[src/sprite_config.svh]
// Sprite generator sizes and memory address widths shared by the RTL
`ifndef SPRITE_CONFIG_SVH
`define SPRITE_CONFIG_SVH

// Entries in the sprite table
// One y byte and two vram words per entry
`define SPRITE_COUNT 32

// Sprite height and width in pixels
// Also the number of pixels drawn per matching sprite
`define SPRITE_SIZE 16

// Word address width of the code and attribute memory
// 16-bit words, lower lane = code, upper lane = flags
`define VRAM_AW 12

// Address width of the byte-wide vertical position memory
// Only 0x000-0x2FF reachable from the CPU
`define YRAM_AW 10

`endif

[src/sprite_pkg.sv]
// Shared vector types and scanner state encoding for the sprite generator
`include "sprite_config.svh"

package sprite_pkg;

    // CPU bus
    typedef logic [12:0] cpu_addr_t;
    typedef logic [7:0]  byte_t;

    // Code and attribute memory, 16-bit words
    typedef logic [15:0]          vram_word_t;
    typedef logic [`VRAM_AW-1:0]  vram_addr_t;

    // Vertical position memory address
    typedef logic [`YRAM_AW-1:0]  yram_addr_t;

    // Screen positions (hdump, vdump, sprite x)
    typedef logic [8:0]  scr_pos_t;

    // Tile number within the graphics ROM
    typedef logic [12:0] sprite_code_t;

    // Graphics ROM bus
    // Address = code, row, half
    typedef logic [17:0] rom_addr_t;
    typedef logic [31:0] rom_word_t;

    // Colour data
    typedef logic [4:0]  pal_t;
    // Palette above the 4-bit pixel
    typedef logic [8:0]  col_t;

    // Scanner FSM
    typedef enum logic [2:0] {
        st_idle,
        st_read_y,
        st_read_code,
        st_read_attr,
        st_fetch,
        st_draw,
        st_next
    } scan_state_t;

endpackage

[src/sprite_scan.sv]
// Sprite scanner that walks the sprite table each line and draws into the line buffer
`include "sprite_config.svh"

module sprite_scan (
    input  logic                   clk,
    input  logic                   rst,
    input  logic                   hs,
    input  sprite_pkg::scr_pos_t   vdump,
    output sprite_pkg::vram_addr_t scan_addr,
    input  sprite_pkg::vram_word_t scan_vram,
    input  sprite_pkg::byte_t      scan_y,
    output sprite_pkg::rom_addr_t  rom_addr,
    input  sprite_pkg::rom_word_t  rom_data,
    input  logic                   rom_ok,
    output logic                   rom_cs,
    output logic                   line_we,
    output sprite_pkg::scr_pos_t   line_addr,
    output sprite_pkg::col_t       line_din
);
    import sprite_pkg::*;

    localparam int IDX_W = $clog2(`SPRITE_COUNT);
    localparam int ROW_W = $clog2(`SPRITE_SIZE);
    // Attribute words sit at 0x200 + n
    localparam vram_addr_t ATTR_BASE = vram_addr_t'(12'h200);

    scan_state_t  state;
    logic         hs_l;
    logic         hs_rise;
    logic [IDX_W-1:0] idx;
    logic [ROW_W-1:0] cnt;
    logic         half;
    logic         half_sel;
    logic         match_q;

    // Sprite data latched during the walk
    byte_t        line_q;
    byte_t        ydiff;
    logic [ROW_W-1:0] row_q;
    logic [ROW_W-1:0] row_eff;
    sprite_code_t code_q;
    logic         xflip_q;
    logic         yflip_q;
    scr_pos_t     xpos_q;
    pal_t         pal_q;

    // Both ROM words of the row with pixel p in bits 4p+3..4p
    logic [4*`SPRITE_SIZE-1:0] pix;
    logic [ROW_W-1:0] pix_sel;
    logic [3:0]   pixel;

    assign hs_rise = hs & ~hs_l;

    // Rows below the sprite top modulo 256
    assign ydiff = line_q - scan_y;

    // Mirrored row and half when flipped
    assign row_eff  = row_q ^ {ROW_W{yflip_q}};
    assign half_sel = half ^ xflip_q;
    assign rom_addr = {code_q, row_eff, half_sel};

    // Reverse pixel order for xflip
    assign pix_sel = xflip_q ? ~cnt : cnt;
    assign pixel   = pix[{pix_sel, 2'b00} +: 4];

    // Table address per state
    always_comb begin
        case (state)
            st_idle, st_read_y, st_read_code: scan_addr = vram_addr_t'(idx);
            default: scan_addr = ATTR_BASE | vram_addr_t'(idx);
        endcase
    end

    // FSM and strobes
    always_ff @(posedge clk, posedge rst) begin
        if (rst) begin
            hs_l    <= 1'b0;
            state   <= st_idle;
            idx     <= '0;
            cnt     <= '0;
            half    <= 1'b0;
            match_q <= 1'b0;
            rom_cs  <= 1'b0;
            line_we <= 1'b0;
        end else begin
            hs_l    <= hs;
            line_we <= 1'b0;
            if (hs_rise) begin
                // New line restarts the walk from sprite 0
                state  <= st_read_y;
                idx    <= '0;
                rom_cs <= 1'b0;
            end else begin
                case (state)
                    st_idle: begin
                        state <= st_idle;
                    end
                    st_read_y: begin
                        state <= st_read_code;
                    end
                    st_read_code: begin
                        // y byte valid now
                        match_q <= ydiff < `SPRITE_SIZE;
                        state   <= st_read_attr;
                    end
                    st_read_attr: begin
                        half  <= 1'b0;
                        state <= match_q ? st_fetch : st_next;
                    end
                    st_fetch: begin
                        if (!rom_cs) begin
                            rom_cs <= 1'b1;
                        end else if (rom_ok) begin
                            // Drop the request for at least a cycle
                            rom_cs <= 1'b0;
                            half   <= 1'b1;
                            if (half) begin
                                cnt   <= '0;
                                state <= st_draw;
                            end
                        end
                    end
                    st_draw: begin
                        // Transparent pixels leave the buffer alone
                        line_we <= pixel != 4'd0;
                        cnt     <= cnt + 1'b1;
                        if (cnt == ROW_W'(`SPRITE_SIZE - 1)) begin
                            state <= st_next;
                        end
                    end
                    st_next: begin
                        if (idx == IDX_W'(`SPRITE_COUNT - 1)) begin
                            state <= st_idle;
                        end else begin
                            idx   <= idx + 1'b1;
                            state <= st_read_y;
                        end
                    end
                    default: begin
                        state <= st_idle;
                    end
                endcase
            end
        end
    end

    // Sprite data and pixel path
    always_ff @(posedge clk) begin
        if (hs_rise) begin
            // Draw the line after the current one
            line_q <= vdump[7:0] + 8'd1;
        end
        case (state)
            st_read_code: begin
                row_q <= ydiff[ROW_W-1:0];
            end
            st_read_attr: begin
                // Code word arrives here
                code_q  <= scan_vram[12:0];
                xflip_q <= scan_vram[15];
                yflip_q <= scan_vram[14];
            end
            st_fetch: begin
                if (!rom_cs && !half) begin
                    // Attribute word on the first fetch cycle
                    xpos_q <= {scan_vram[8], scan_vram[7:0]};
                    pal_q  <= scan_vram[15:11];
                end
                if (rom_cs && rom_ok) begin
                    if (half_sel) begin
                        pix[63:32] <= rom_data;
                    end else begin
                        pix[31:0] <= rom_data;
                    end
                end
            end
            st_draw: begin
                // Wraps modulo 512
                line_addr <= xpos_q + scr_pos_t'(cnt);
                line_din  <= {pal_q, pixel};
            end
        endcase
    end

endmodule

[config.mk]
export PLATFORM = sky130hd
export DESIGN_NAME = sprite_scan
export DESIGN_NICKNAME = d
export VERILOG_FILES = /design/src/sprite_pkg.sv /design/src/sprite_scan.sv
export VERILOG_INCLUDE_DIRS = /design/src
export SDC_FILE = /design/constraint.sdc
export NUM_CORES = 1
export LEC_CHECK = 0
export BUFFER_PORTS_ARGS = -buffer_cell sky130_fd_sc_hd__buf_4
export CAP_MARGIN = 5
export CORE_AREA = 2 2 117 119
export CTS_CLUSTER_SIZE = 16
export DETAILED_ROUTE_END_ITERATION = 12
export DIE_AREA = 0 0 119 121
export GPL_ROUTABILITY_DRIVEN = 0
export PLACE_DENSITY_LB_ADDON = 0.1
export SYNTH_ARGS = -nofsm -noshare
export SYNTH_HDL_FRONTEND = slang
export SYNTH_SLANG_ARGS = --single-unit
[constraint.sdc]
create_clock -name clk -period 6.65 [get_ports clk]
set_input_delay 0.665 -clock clk [delete_from_list [all_inputs] [get_ports clk]]
set_output_delay 0.665 -clock clk [all_outputs]
set_load 0.1 [all_outputs]
==> flow_summary.ini <==
[outcome]
status = completed

[clocking]
cts_tree = yes
cts_root_buf = clkbuf_16
postCtsSetupRepairBufs = 0
clockBufferDepth = 2
cts_made_buffers = 17
cts_hold_buf = 0
htree_levels = 4
cts_resized = 0
clk_pin_slew_ns = 0.06
clock_latency_ns = 0.43
cts_sinks = 140

[die]
fp.dieH_um = 121
num_io_pins = 119
rows = 42
die-area_mm2 = 0.0144
die_w_um = 119
core_mm2 = 0.0131
start_util = 0.493

[route]
routed_wl_um = 12900
viasPerCell = 5.47
drcViolationCount = 0
drt-pass1-iter-count = 5
ant_nets = 0
dr_total_vias = 4137
wl_per_cell_um = 17.0
drtIter0Drc = 263

[critical_path]
required_ns = 6.82
critPathKind = reg -> reg
crit_family = flip-flops
r2r_start = cnt[1]
crit_slowest_cell = dfrtp_1
worstReg2RegEnd = line_din[0]
critical_path.startpoint_type = flop
cp.arrival_ns = 3.05
cpPeakStageDelay_ns = 0.90
cpMostUsedCell = inv_1
cp_cell_sequence = inv_1 > a221oi_1 > nor3_1 > a211o_1 > and4_1 > a311oi_2 > inv_1
path_buf_inv = 2
worstSetupEndpointType = flop
rr_worst_depth = 7
critPathMaxFanout = 23
r2r_slack_ns = 3.77

[layout]
layout_commonest_cell = edfxtp_1
utilization = 0.608
drive_gt1_frac = 0.288
layout_common_cells = 123 x edfxtp_1, 116 x buf_4, 25 x inv_1, 25 x nand2_1, 22 x nor2_1
regArea_mm2 = 0.00412
fill_cells = 1060
fin_nets = 653
antennaDiodeCount = 0
area_growth_pct = 23.1
multiInputGateArea_mm2 = 0.00208

[yosys]
ys_seq_area_frac = 0.638
netlist_instances = 457
synth_area_mm2 = 0.00646
ys_dominant_reg_cell = edfxtp_1
synth-async-reset-ratio = 0.121
avgSynthCellArea_um2 = 14.1
synth_seq_cells = 140
synth.distinct_cells = 54
ys_warn_count = 0
synth_edf_count = 123

[timing]
setup_viol = 0
finalMaxSlewViolations = 0
slew_headroom = 0.307
max_freq_ghz = 0.347
rsz0062_at_grt = no
timing.final.crit_share = 0.434
tightest_slew_ns = 1.02
hold_viol_final = 0
setup_tns_ns = 0
period_needed_ns = 2.88
skew_ns = 0.0113

[place]
io_buffers = 111
dp_hpwl_um = 8880

[global_routing]
grt_max_degree = 52
grt_pass1_vias = 4112
use_met3 = 0.0484
grt-ovfl-total = 0
grt_pass1_wl_um = 20900
met2_usage = 0.312
grtUsageTotal = 0.190
met1_usage = 0.239
gr-max-usage-layer = met2
antenna_found_initial = 0

[run]
drv_cap = 0

[min_path]
hold_class = in -> async

[power_and_ir_drop]
worst_ir_drop_vdd_mv = 0.247
leakage_nw = 3.11
p_per_area_mw_per_mm2 = 425
==> power by group <==
| part | internal, W | switching (W) | total, W |
|---|---|---|---|
| clock network | 0.000518 | 0.000375 | 0.000894 |
| registers | 0.00109 | 0.000116 | 0.00121 |
| logic | 0.000395 | 0.000878 | 0.00127 |
| total | 0.00201 | 0.00137 | 0.00338 |
==> sequential cells by signal, indices dropped and copies added, names as in the netlist, 5 cells and up <==
signal     cells
line_q         8
idx            5
line_din       9
pal_q          5
pix           64
xpos_q         9
code_q        13
line_addr      9
==> per-layer routing <==
metal,share of wire,vias up
met5,0,-
met2,0.51,142
met1,0.42,2019
met3,0.052,15
met4,0.014,0
li1,-,1961
==> cells in the mapped netlist, drive strengths merged, types with 6 or more instances <==
cell type  number  area share
edfxtp        123        0.57
nand3          11      0.0085
o22ai           6      0.0058
ha             15       0.029
xor2           16       0.022
mux4           13       0.046
a21oi          20       0.016
a221oi         12       0.017
and2            8      0.0078
mux2i          15       0.023
xnor2          14       0.020
clkbuf         12      0.0070
buf            18       0.022
nand2          25       0.015
nor2           22       0.013
inv            26       0.015
dfrtp          17       0.066
a211oi          6      0.0070
nor3           10      0.0078
o21ai           6      0.0047
==> kinds of logic after synthesis <==
| family | count (synthesis) | share of synthesized area |
|---|---|---|
| AO/OA/AOI/OAI | 85 | 0.0947 |
| XOR/XNOR | 30 | 0.0419 |
| adder cells (fa/ha/maj) | 17 | 0.0353 |
| buffers and inverters | 56 | 0.0444 |
| flip-flops | 140 | 0.638 |
| multiplexers | 28 | 0.0692 |
| other | 1 | 0.000581 |
| AND/OR/NAND/NOR | 100 | 0.0761 |
==> layout make-up <==
class                   instances  share of cell area
well taps                     176              0.0277
multi-input cells             266               0.262
clock buffers                  17              0.0535
repair buffers                116               0.110
clock inverters                15              0.0173
inverters                      26              0.0123
flip-flops and latches        140               0.518
==> how the worst max path moves through the flow <==
stage,endpoint,slack [ns],cells after the start,start
floorplan,pix[0],2.74,2,rom_cs
global placement,line_din[0],3.78,7,cnt[1]
detailed placement,line_din[0],3.77,7,cnt[1]
CTS,line_din[0],3.76,7,cnt[1]
global route,line_din[0],3.54,7,cnt[1]
finish,line_din[0],3.77,7,cnt[1]
==> metrics by stage <==
stage | cell area [um2] | instances | setup WS, ns | hold slack (ns) | power, W
finish | 7950 | 756 | 3.77 | 0.337 | 0.00338
global route | 7950 | 756 | 3.54 | 0.347 | 0.00354
CTS | 7950 | 756 | 3.76 | 0.344 | 0.00339
detailed placement | 7390 | 724 | 3.77 | 0.405 | 0.00250
global placement | 7390 | 724 | 3.78 | 0.401 | 0.00248
floorplan | 6480 | 462 | 2.74 | 0.400 | 0.00224
Power figures use the tool's default switching activity.
